[src/hw/uart_pkg.sv]
package uart_pkg;

	// AXI-lite write side
	typedef logic [31:0] axi_addr_t;
	typedef logic [31:0] axi_data_t;
	typedef logic [3:0]  axi_strb_t;
	typedef logic [1:0]  axi_resp_t;

	// one serial character
	typedef logic [7:0] uart_byte_t;

	localparam axi_resp_t RESP_OKAY   = 2'b00;
	localparam axi_resp_t RESP_SLVERR = 2'b10;

	// transmit data register, matched on addr[11:0] only
	localparam logic [11:0] TXDATA_OFFSET = 12'h000;

	// write port FSM
	typedef enum logic [1:0] {
		LISTEN_ADDR = 2'd0, // readies up, waiting for joint aw/w
		WRITE_DATA  = 2'd1, // decode and push, paced by trigger
		WAIT_RESP   = 2'd2  // bvalid held until bready
	} write_state_t;

endpackage

[src/hw/axi_write_port.sv]
module axi_write_port (
	input  logic                 clk,
	input  logic                 rst,

	// write address
	input  uart_pkg::axi_addr_t  awaddr,
	input  logic                 awvalid,
	output logic                 awready,

	// write data
	input  uart_pkg::axi_data_t  wdata,
	input  uart_pkg::axi_strb_t  wstrb,
	input  logic                 wvalid,
	output logic                 wready,

	// write response
	output uart_pkg::axi_resp_t  bresp,
	output logic                 bvalid,
	input  logic                 bready,

	// pacing from ready_jitter
	input  logic                 trigger,

	// fifo side
	output logic                 push,
	output uart_pkg::uart_byte_t push_byte,
	input  logic                 full
);

	uart_pkg::write_state_t state;

	// captured write, only the parts the decode needs
	logic [11:0]          offset_q;
	uart_pkg::uart_byte_t byte_q;
	logic                 strb0_q;

	logic aw_xfer;
	logic write_ok;
	logic resp_go;

	// aw and w only accepted together
	assign aw_xfer = awvalid && awready && wvalid && wready;

	assign write_ok = (offset_q == uart_pkg::TXDATA_OFFSET) && strb0_q;

	// a valid write also needs room in the fifo, otherwise the response stalls
	assign resp_go = trigger && (!write_ok || !full);

	assign push      = (state == uart_pkg::WRITE_DATA) && resp_go && write_ok;
	assign push_byte = byte_q;

	always_ff @(posedge clk) begin
		if (state == uart_pkg::LISTEN_ADDR && aw_xfer) begin
			offset_q <= awaddr[11:0]; // upper address bits ignored
			byte_q   <= wdata[7:0];
			strb0_q  <= wstrb[0];
		end
	end

	always_ff @(posedge clk) begin
		if (!rst) begin
			state   <= uart_pkg::LISTEN_ADDR;
			awready <= 1'b1;
			wready  <= 1'b1;
			bvalid  <= 1'b0;
			bresp   <= uart_pkg::RESP_OKAY;
		end else begin
			case (state)
				uart_pkg::LISTEN_ADDR: begin
					if (trigger) begin
						awready <= 1'b1;
						wready  <= 1'b1;
					end
					// capture wins over a trigger in the same cycle
					if (aw_xfer) begin
						awready <= 1'b0;
						wready  <= 1'b0;
						state   <= uart_pkg::WRITE_DATA;
					end
				end
				uart_pkg::WRITE_DATA: begin
					if (resp_go) begin
						bvalid <= 1'b1;
						if (write_ok) begin
							bresp <= uart_pkg::RESP_OKAY;
						end else begin
							bresp <= uart_pkg::RESP_SLVERR; // bad offset or byte 0 not strobed
						end
						state <= uart_pkg::WAIT_RESP;
					end
				end
				uart_pkg::WAIT_RESP: begin
					if (bready) begin
						bvalid <= 1'b0; // readies come back on a later trigger
						state  <= uart_pkg::LISTEN_ADDR;
					end
				end
				default: begin
					state <= uart_pkg::LISTEN_ADDR;
				end
			endcase
		end
	end

endmodule

[src/hw/ready_jitter.sv]
module ready_jitter #(
	parameter logic [15:0] JITTER_SEED = 16'hACE1
) (
	input  logic clk,
	input  logic rst,
	output logic trigger
);

	// x^16 + x^14 + x^13 + x^11 + 1, right-shifting galois form
	localparam logic [15:0] TAPS = 16'hB400;

	logic [15:0] lfsr;

	always_ff @(posedge clk) begin
		if (!rst) begin
			lfsr <= JITTER_SEED;
		end else if (lfsr[0]) begin
			lfsr <= {1'b0, lfsr[15:1]} ^ TAPS;
		end else begin
			lfsr <= {1'b0, lfsr[15:1]};
		end
	end

	// roughly one cycle in four, never stuck since lfsr is never zero
	assign trigger = &lfsr[1:0];

endmodule

[src/hw/tx_fifo.sv]
module tx_fifo #(
	parameter int FIFO_DEPTH = 4 // power of two
) (
	input  logic                clk,
	input  logic                rst,
	input  logic                push,
	input  uart_pkg::uart_byte_t push_byte,
	input  logic                pop,
	output uart_pkg::uart_byte_t head_byte,
	output logic                empty,
	output logic                full
);

	localparam int PTR_W = (FIFO_DEPTH > 1) ? $clog2(FIFO_DEPTH) : 1;
	localparam int CNT_W = PTR_W + 1;

	uart_pkg::uart_byte_t mem [FIFO_DEPTH];

	logic [PTR_W-1:0] wr_ptr;
	logic [PTR_W-1:0] rd_ptr;
	logic [CNT_W-1:0] count;
	logic             wr_en;
	logic             rd_en;

	assign wr_en = push && !full;
	assign rd_en = pop && !empty;

	// storage
	always_ff @(posedge clk) begin
		if (wr_en) begin
			mem[wr_ptr] <= push_byte;
		end
	end

	always_ff @(posedge clk) begin
		if (!rst) begin
			wr_ptr <= '0;
			rd_ptr <= '0;
			count  <= '0;
		end else begin
			if (wr_en) begin
				wr_ptr <= wr_ptr + 1'b1; // wraps, depth is a power of two
			end
			if (rd_en) begin
				rd_ptr <= rd_ptr + 1'b1;
			end
			if (wr_en && !rd_en) begin
				count <= count + 1'b1;
			end else if (rd_en && !wr_en) begin
				count <= count - 1'b1;
			end
		end
	end

	assign head_byte = mem[rd_ptr]; // show-ahead
	assign empty     = (count == '0);
	assign full      = (count == CNT_W'(FIFO_DEPTH));

endmodule

[src/hw/uart_axi_top.sv]
module uart_axi_top #(
	parameter int          CLKS_PER_BIT = 8,
	parameter int          FIFO_DEPTH   = 4,
	parameter logic [15:0] JITTER_SEED  = 16'hACE1
) (
	input  logic                clk,
	input  logic                rst,

	input  uart_pkg::axi_addr_t awaddr,
	input  logic                awvalid,
	output logic                awready,

	input  uart_pkg::axi_data_t wdata,
	input  uart_pkg::axi_strb_t wstrb,
	input  logic                wvalid,
	output logic                wready,

	output uart_pkg::axi_resp_t bresp,
	output logic                bvalid,
	input  logic                bready,

	output logic                txd
);

	logic                 trigger;
	logic                 push;
	uart_pkg::uart_byte_t push_byte;
	logic                 full;
	logic                 empty;
	logic                 pop;
	uart_pkg::uart_byte_t head_byte;

	axi_write_port u_write_port (
		.clk       (clk),
		.rst       (rst),
		.awaddr    (awaddr),
		.awvalid   (awvalid),
		.awready   (awready),
		.wdata     (wdata),
		.wstrb     (wstrb),
		.wvalid    (wvalid),
		.wready    (wready),
		.bresp     (bresp),
		.bvalid    (bvalid),
		.bready    (bready),
		.trigger   (trigger),
		.push      (push),
		.push_byte (push_byte),
		.full      (full)
	);

	ready_jitter #(.JITTER_SEED(JITTER_SEED)) u_jitter (
		.clk     (clk),
		.rst     (rst),
		.trigger (trigger)
	);

	tx_fifo #(.FIFO_DEPTH(FIFO_DEPTH)) u_fifo (
		.clk       (clk),
		.rst       (rst),
		.push      (push),
		.push_byte (push_byte),
		.pop       (pop),
		.head_byte (head_byte),
		.empty     (empty),
		.full      (full)
	);

	uart_tx_serializer #(.CLKS_PER_BIT(CLKS_PER_BIT)) u_serializer (
		.clk       (clk),
		.rst       (rst),
		.empty     (empty),
		.head_byte (head_byte),
		.pop       (pop),
		.txd       (txd)
	);

endmodule

[src/hw/uart_tx_serializer.sv]
module uart_tx_serializer #(
	parameter int CLKS_PER_BIT = 8
) (
	input  logic                 clk,
	input  logic                 rst,
	input  logic                 empty,
	input  uart_pkg::uart_byte_t head_byte,
	output logic                 pop,
	output logic                 txd
);

	localparam int BAUD_W = (CLKS_PER_BIT > 1) ? $clog2(CLKS_PER_BIT) : 1;
	localparam logic [3:0] LAST_BIT = 4'd9; // stop bit index

	typedef enum logic {
		TX_IDLE,
		TX_SEND
	} tx_state_t;

	tx_state_t   state;
	logic [BAUD_W-1:0] baud_cnt;
	logic [3:0]  bit_idx;
	logic [9:0]  frame; // lsb is on the line
	logic        bit_end;
	logic        frame_end;

	assign bit_end   = (state == TX_SEND) && (baud_cnt == BAUD_W'(CLKS_PER_BIT - 1));
	assign frame_end = bit_end && (bit_idx == LAST_BIT);

	// next byte is taken when idle or right at the end of the stop bit
	assign pop = !empty && ((state == TX_IDLE) || frame_end);

	always_ff @(posedge clk) begin
		if (!rst) begin
			state    <= TX_IDLE;
			baud_cnt <= '0;
			bit_idx  <= '0;
			frame    <= '1; // line idles high
		end else if (pop) begin
			// stop, data lsb first, start
			state    <= TX_SEND;
			baud_cnt <= '0;
			bit_idx  <= '0;
			frame    <= {1'b1, head_byte, 1'b0};
		end else if (frame_end) begin
			state    <= TX_IDLE;
			baud_cnt <= '0;
			bit_idx  <= '0;
			frame    <= '1;
		end else if (bit_end) begin
			baud_cnt <= '0;
			bit_idx  <= bit_idx + 1'b1;
			frame    <= {1'b1, frame[9:1]}; // shift ones in behind
		end else if (state == TX_SEND) begin
			baud_cnt <= baud_cnt + 1'b1;
		end
	end

	assign txd = frame[0];

endmodule

[config.mk]
export PLATFORM = sky130hd
export DESIGN_NAME = uart_axi_top
export DESIGN_NICKNAME = d
export VERILOG_FILES = /design/src/hw/uart_pkg.sv /design/src/hw/axi_write_port.sv /design/src/hw/ready_jitter.sv /design/src/hw/tx_fifo.sv /design/src/hw/uart_axi_top.sv /design/src/hw/uart_tx_serializer.sv
export SDC_FILE = /design/constraint.sdc
export NUM_CORES = 1
export LEC_CHECK = 0
export BUFFER_PORTS_ARGS = -buffer_cell sky130_fd_sc_hd__buf_4
export CAP_MARGIN = 15
export CORE_AREA = 2 2 100 102
export DETAILED_ROUTE_END_ITERATION = 8
export DIE_AREA = 0 0 102 104
export PLACE_DENSITY = 0.6
export SETUP_SLACK_MARGIN = 0.05
export SLEW_MARGIN = 20
export SYNTH_ARGS = -nofsm -noshare
export SYNTH_HDL_FRONTEND = slang
export SYNTH_SLANG_ARGS = --single-unit
[constraint.sdc]
create_clock -name clk -period 3.25 [get_ports clk]
set_clock_uncertainty 0.2 [all_clocks]
set_input_delay 0.65 -clock clk [delete_from_list [all_inputs] [get_ports clk]]
set_output_delay 0.65 -clock clk [all_outputs]
set_load 0.02 [all_outputs]
==> flow_summary.yaml, run 1 <==
clock_tree:
  numCtsBuffers: 9
  post-cts-setup-buffers: 0
  cts.clk_slew.worst_paths_ps: 90
  hold_buffers: 0
  cts_tree: "built"
  clock_latency_ps: 350
  clkSinkCount: 100
  h-tree-depth: 3
  cts.repair.resized: 0
  clk_path_buf_depth: 2
  cts_root_buf: "clkbuf_8"
finish:
  drive_above_1_share_pct: 20.9
  final_core_util_pct: 44.6
  final_common_cell: "edfxtp_1"
  nets: 370
  fillers: 893
  fin_area_um2: 4260
  syn_to_final_growth_pct: 14.1
  final_cell_mix: "53 x edfxtp_1, 47 x dfxtp_1, 31 x buf_4"
  n_antenna_cell: 0
hold_path:
  min_from: "u_jitter.lfsr[6]$_SDFF_PN1_"
  hold_path_depth: 1
  holdPathEnd: "u_jitter.lfsr[5]$_SDFF_PN1_"
  min_path_type: "reg -> reg"
pwr:
  vdd_ir_drop_max_v: 0.000269
  finalPower_uw: 2720
  pwr_density_cell_nw_per_um2: 638
  p_leak_uw: 0.00151
worst_setup_path:
  cp-start-kind: "flip-flop"
  rr_startpoint: "u_write_port.offset_q[1]$_DFFE_PP_"
  critPathArrivalTime_ps: 2950
  crit_path_max_fanout: 7
  required_ps: 3330
  regToRegSetupSlack_ps: 380
  r2r_end: "u_fifo.count[2]$_SDFFE_PN0P_"
  reg2reg_depth: 10
  critical_path_class: "reg -> reg"
  end_kind: "flip-flop"
die:
  initial_core_util_pct: 39.1
  fp.dieH_um: 104
  die_w_um: 102
  die-area_um2: 10600
  core_um2: 9550
  pin_count: 79
  num_rows: 36
global_route:
  grt.met3_usage_pct: 3.43
  grt_pass1_vias: 2000
  grt_max_degree: 40
  busiest_layer: "met2"
  overflow: 0
  use_met1_pct: 15.4
  use_met2_pct: 16.9
  grtUsageTotal_pct: 11.4
  grt_pass1_wl_um: 9360
  grt_antenna_before_repair: 0
routing:
  wl_per_cell_um: 12.5
  drtPass1Iterations: 4
  routed_wl_um: 5330
  viasPerCell: 4.58
  vias: 1945
  postRouteAntennaNets: 0
  first_iter_violations: 81
  drc: 0
logic_synthesis:
  syn_inst: 256
  yosys_warnings: 0
  synth_top_family_by_area: "simple AND/OR/NAND/NOR gates"
  ys_seq_area_share_pct: 67.9
  syn_area_um2: 3730
  synth_edf_count: 53
  synth_seq_cells: 100
  synthMuxAreaShare_pct: 6.44
  synthAdderAreaFrac_pct: 3.55
  async_flop_share_pct: 0
  synth-compound-area-share_pct: 5.46
  ys_types: 42
  synth.avg_cell_area_um2: 14.6
  synth_xor_area_share_pct: 2.35
  synth_ff_type: "edfxtp_1"
  syn_nets: 339
  synth-simple-area-share_pct: 12.0
sta:
  rsz0062_at_grt: "no"
  slew_headroom_pct: 63.0
  fmax_ghz: 0.349
  hold_viol: 0
  finalSetupViolations: 0
  final_max_slew_viol_count: 0
  period_share_pct: 88.2
  holdWs_ps: 219
  period_needed_ps: 2870
  worst_pin_slew_ps: 554
  finalSetupTns_ps: 0
place:
  dpl_cell_area_um2: 4080
  gp_congestion: 0.693
  hpwl_um: 3480
  io_buffers: 30
flow_run:
  maxCapViolCount: 0
outcome:
  status: "complete, no violations"
metrics by stage:
stage	instances	setup slack, ps
finish	425	384
global route	425	219
CTS	425	350
detailed placement	409	374
global placement	409	426
floorplan	256	575
synthesized netlist by cell type, types with 2 or more instances:
cell	count	area share, %
mux4_2	8	4.8
nor2b_1	3	0.50
o221a_1	7	2.1
nor2_1	11	1.1
nand2_1	11	1.1
nand2b_1	14	2.3
buf_2	3	0.40
xor2_1	5	1.2
o21ai_0	4	0.54
nand3b_1	2	0.40
clkbuf_1	6	0.60
mux2i_1	6	1.6
and4_1	2	0.47
a31oi_1	2	0.34
edfxtp_1	53	43
a211oi_1	2	0.40
and2_1	17	2.8
dfxtp_1	47	25
inv_1	7	0.70
nor3_1	4	0.54
ha_1	9	3.0
xnor2_1	5	1.2
o21ai_1	3	0.40
nor3b_1	2	0.40
nand4_1	2	0.34
o21a_1	3	0.60
buf_4	2	0.40
or3_1	2	0.34
cell families (layout without fill, tap and decap cells):
| kind of cell | count (synthesis) | in the layout |
|---|---|---|
| compound gates | 26 | 26 |
| xor+xnor | 10 | 10 |
| fa+ha+maj | 10 | 10 |
| buf+inv | 19 | 55 |
| flops | 100 | 100 |
| mux | 14 | 14 |
| other cells | 1 | 1 |
| simple gates | 76 | 76 |
cell type report:
class,instances,area (µm²),area share (%)
Clock buffer,9,124,2.91
Clock inverter,7,57.6,1.35
Inverter,8,32.5,0.764
Multi-Input combinational cell,137,1110,26.2
Sequential cell,100,2530,59.4
Tap cell,133,166,3.91
Timing Repair Buffer,31,233,5.46
metal layers:
layer / up-vias / wire [µm]
met5: - / 0
met4: 0 / 103
met3: 10 / 183
met2: 32 / 2430
met1: 919 / 2610
li1: 984 / -
worst max-delay path by stage:
stage                                        end  cells after the start                               start
finish              u_fifo.count[2]$_SDFFE_PN0P_                     10  u_write_port.offset_q[1]$_DFFE_PP_
global route        u_fifo.count[2]$_SDFFE_PN0P_                     10  u_write_port.offset_q[1]$_DFFE_PP_
CTS                 u_fifo.count[2]$_SDFFE_PN0P_                     10  u_write_port.offset_q[1]$_DFFE_PP_
detailed placement  u_fifo.count[2]$_SDFFE_PN0P_                     10  u_write_port.offset_q[1]$_DFFE_PP_
global placement    u_fifo.count[2]$_SDFFE_PN0P_                     10  u_write_port.offset_q[1]$_DFFE_PP_
floorplan           u_fifo.count[2]$_SDFFE_PN0P_                     10  u_write_port.offset_q[8]$_DFFE_PP_
registers in the layout (all words and copies together) (netlist names), 2 cells and up, named ones only:
signal / flops
u_write_port.push_byte: 8
u_serializer.baud_cnt: 3
u_serializer.bit_idx: 4
u_fifo.count: 3
u_fifo.rd_ptr: 2
u_write_port.state: 2
u_write_port.offset_q: 12
u_fifo.wr_ptr: 2
u_fifo.mem: 32
u_serializer.frame: 9
u_jitter.lfsr: 16
critical path, stage by stage (launching register included):
cell and delay, ps:
edfxtp_1 390, nor4_2 310, nand4_1 130, or3_4 420, inv_4 100, ha_1 190, inv_1 60, fa_1 370
xor2_1 160, or3_1 310, a21boi_0 160
power breakdown:
group	switching [µW]	internal [µW]	leakage, µW
clock	435	290	0.0000847
combinational	205	239	0.000560
sequential	106	1450	0.000869
Power figures use the tool's default switching activity.
==> run 2, diff against run 1 <==
- ABC_AREA: unset -> 1
- CORE_AREA: 2 2 100 102 -> 2 2 103 105
- DIE_AREA: 0 0 102 104 -> 0 0 105 107
- PLACE_DENSITY: 0.6 -> 0.59
==> run 2 against run 1 <==
Synthesized cell count grew 44%; critical endpoint unchanged; critical path type unchanged; final cell count is 28% higher; cell area grew 5.3%; highest routed layer unchanged.
==> flow_summary.yaml, run 2 <==
die:
  fp.dieH_um: 107
  core_um2: 10100
  die_w_um: 105
  die-area_um2: 11200
  pin_count: 79
  num_rows: 37
  initial_core_util_pct: 39.2
sta:
  setup_ws_ps: 729
  fmax_ghz: 0.397
  finalSetupTns_ps: 0
  slew_headroom_pct: 47.5
  hold_viol: 0
  final_max_slew_viol_count: 0
  period_share_pct: 77.6
  period_needed_ps: 2520
  finalSetupViolations: 0
  worst_pin_slew_ps: 787
  rsz0062_at_grt: "no"
worst_setup_path:
  reg2reg_depth: 14
  crit_path_max_fanout: 10
  regToRegSetupSlack_ps: 730
  critPathArrivalTime_ps: 2580
  rr_startpoint: "u_write_port.offset_q[6]$_DFFE_PP_"
  startpoint: "u_write_port.offset_q[6]$_DFFE_PP_"
  end_kind: "flip-flop"
  required_ps: 3310
  cp-start-kind: "flip-flop"
  r2r_end: "u_fifo.count[2]$_SDFFE_PN0P_"
  critical_path_class: "reg -> reg"
logic_synthesis:
  synth_seq_cells: 100
  synth_common_cells: "75 x nand2_1, 53 x edfxtp_1, 47 x dfxtp_1"
  syn_inst: 368
  ys_types: 36
  yosys.area.top_type_share_pct: 40.2
  syn_nets: 451
  yosys_warnings: 0
  syn_area_um2: 3960
  yosysMostFrequentCell: "nand2_1"
  synth.avg_cell_area_um2: 10.8
  synth_ff_type: "edfxtp_1"
  async_flop_share_pct: 0
  yosys.area.top_type: "edfxtp_1"
  synth_edf_count: 53
  ys_seq_area_share_pct: 64.0
  synth_area_leaders: "edfxtp_1 40%, dfxtp_1 24%, nand2_1 7.1%"
hold_path:
  holdPathEnd: "u_jitter.lfsr[8]$_SDFF_PN0_"
  min_path_type: "reg -> reg"
  min_from: "u_jitter.lfsr[9]$_SDFF_PN0_"
  hold_path_depth: 2
finish:
  final_cell_mix: "75 x nand2_1, 53 x edfxtp_1, 47 x dfxtp_1"
  syn_to_final_growth_pct: 13.4
  regMostFlops: "u_fifo.mem"
  largest_reg_flops: 32
  nets: 484
  n_antenna_cell: 0
  drive_above_1_share_pct: 20.2
  final_common_cell: "nand2_1"
  top_regs: "u_fifo.mem: 32 flops, u_jitter.lfsr: 16 flops, u_write_port.offset_q: 12 flops"
global_route:
  grt_pass1_vias: 2349
  grt_max_degree: 29
  overflow: 0
  grt_antenna_before_repair: 0
  grt_pass1_wl_um: 10400
  grtUsageTotal_pct: 11.9
outcome:
  status: "complete, no violations"
routing:
  vias: 2422
  wl_per_cell_um: 11.3
  drtPass1Iterations: 4
  drc: 0
  routed_wl_um: 6100
  first_iter_violations: 81
  viasPerCell: 4.47
  postRouteAntennaNets: 0
clock_tree:
  h-tree-depth: 3
  cts_tree: "built"
  hold_buffers: 0
  numCtsBuffers: 9
  clock_latency_ps: 360
  cts.repair.resized: 0
  clkSinkCount: 100
  clk_path_buf_depth: 2
  post-cts-setup-buffers: 0
  cts_root_buf: "clkbuf_8"
  cts.clk_slew.worst_paths_ps: 90
place:
  pre_cts_slack_ps: 704
  gp_congestion: 0.725
  hpwl_um: 3980
  io_buffers: 30
pwr:
  p_leak_uw: 0.00186
  vdd_ir_drop_max_v: 0.000262
  pwr_density_cell_nw_per_um2: 694
flow_run:
  maxCapViolCount: 0
run 2: changes by cell type after synthesis, sizes merged, moves of 7 or more:
cell,before,now
inv,8,47
nand2,11,79
nand3,1,37
nand2b,14,0
mux4,8,0
o221a,7,0
o211ai,0,7
a21oi,2,18
nor2,11,28
and2,17,0
run 2: how the worst max path moves through the flow:
stage                                              end  slack [ps]  depth (start not counted)
after floorplan           u_fifo.count[2]$_SDFFE_PN0P_         940                         12
after global placement    u_fifo.count[2]$_SDFFE_PN0P_         730                         14
after detailed placement  u_fifo.count[2]$_SDFFE_PN0P_         700                         14
after CTS                 u_fifo.count[2]$_SDFFE_PN0P_         680                         14
after global routing      u_fifo.count[2]$_SDFFE_PN0P_         380                         14
final                     u_fifo.count[2]$_SDFFE_PN0P_         730                         14
run 2: worst max-delay path, cell delays in order, from the launching register on:
cell and delay [ps]:
edfxtp_1 370, inv_1 60, nand2_1 50, nor2_1 100
nand2_1 60, nor2_1 170, nand4_2 250, inv_1 120
ha_1 150, inv_1 60, fa_1 370, a21oi_1 140
o21ai_0 110, o21ai_0 160, a21oi_1 50
run 2: kinds of logic (layout without fill, tap and decap cells):
kind of cell	count (synthesis)	after routing	share of synthesized area, %
simple gates	156	156	18.8
compound gates	37	37	6.39
flops	100	100	64.0
fa+ha+maj	10	10	3.35
buf+inv	60	98	6.42
xor+xnor	4	4	0.886
other cells	1	1	0.0948
run 2: routing by layer:
metal | vias up | wire, µm | global-route usage, % | part of all wire, %
li1 | 1268 | - | - | -
met1 | 1101 | 2830 | 13.6 | 46
met2 | 43 | 2880 | 20.5 | 47
met3 | 10 | 237 | 2.49 | 3.9
met4 | 0 | 155 | 7.43 | 2.5
met5 | - | 0 | 0 | 0
run 2: report_power, final:
group | leakage (µW) | switching [µW] | internal (µW) | total [µW]
clock network | 0.0000825 | 432 | 286 | 717
logic | 0.000904 | 530 | 302 | 832
registers | 0.000870 | 102 | 1460 | 1570
total | 0.00186 | 1060 | 2050 | 3120
run 2: per-stage QoR:
stage                     utilization [%]  instances  hold WS (ps)  power [µW]  instance area, µm²
after floorplan                         -        368           190        2300                3960
after global routing                 44.5        542           237        3330                4490
after global placement               42.7        526           193        2420                4310
after detailed placement             42.7        526           203        2440                4310
after CTS                            44.5        542           223        3150                4490
final                                44.5        542           222        3120                4490
run 2: final cells by class:
| class | count | area, µm² |
|---|---|---|
| Inverter | 47 | 176 |
| Tap cell | 136 | 170 |
| Multi-Input combinational cell | 208 | 1170 |
| Timing Repair Buffer | 35 | 263 |
| Fill cell | 990 | 5610 |
| Clock inverter | 6 | 47.5 |
| Clock buffer | 10 | 128 |
| Sequential cell | 100 | 2530 |
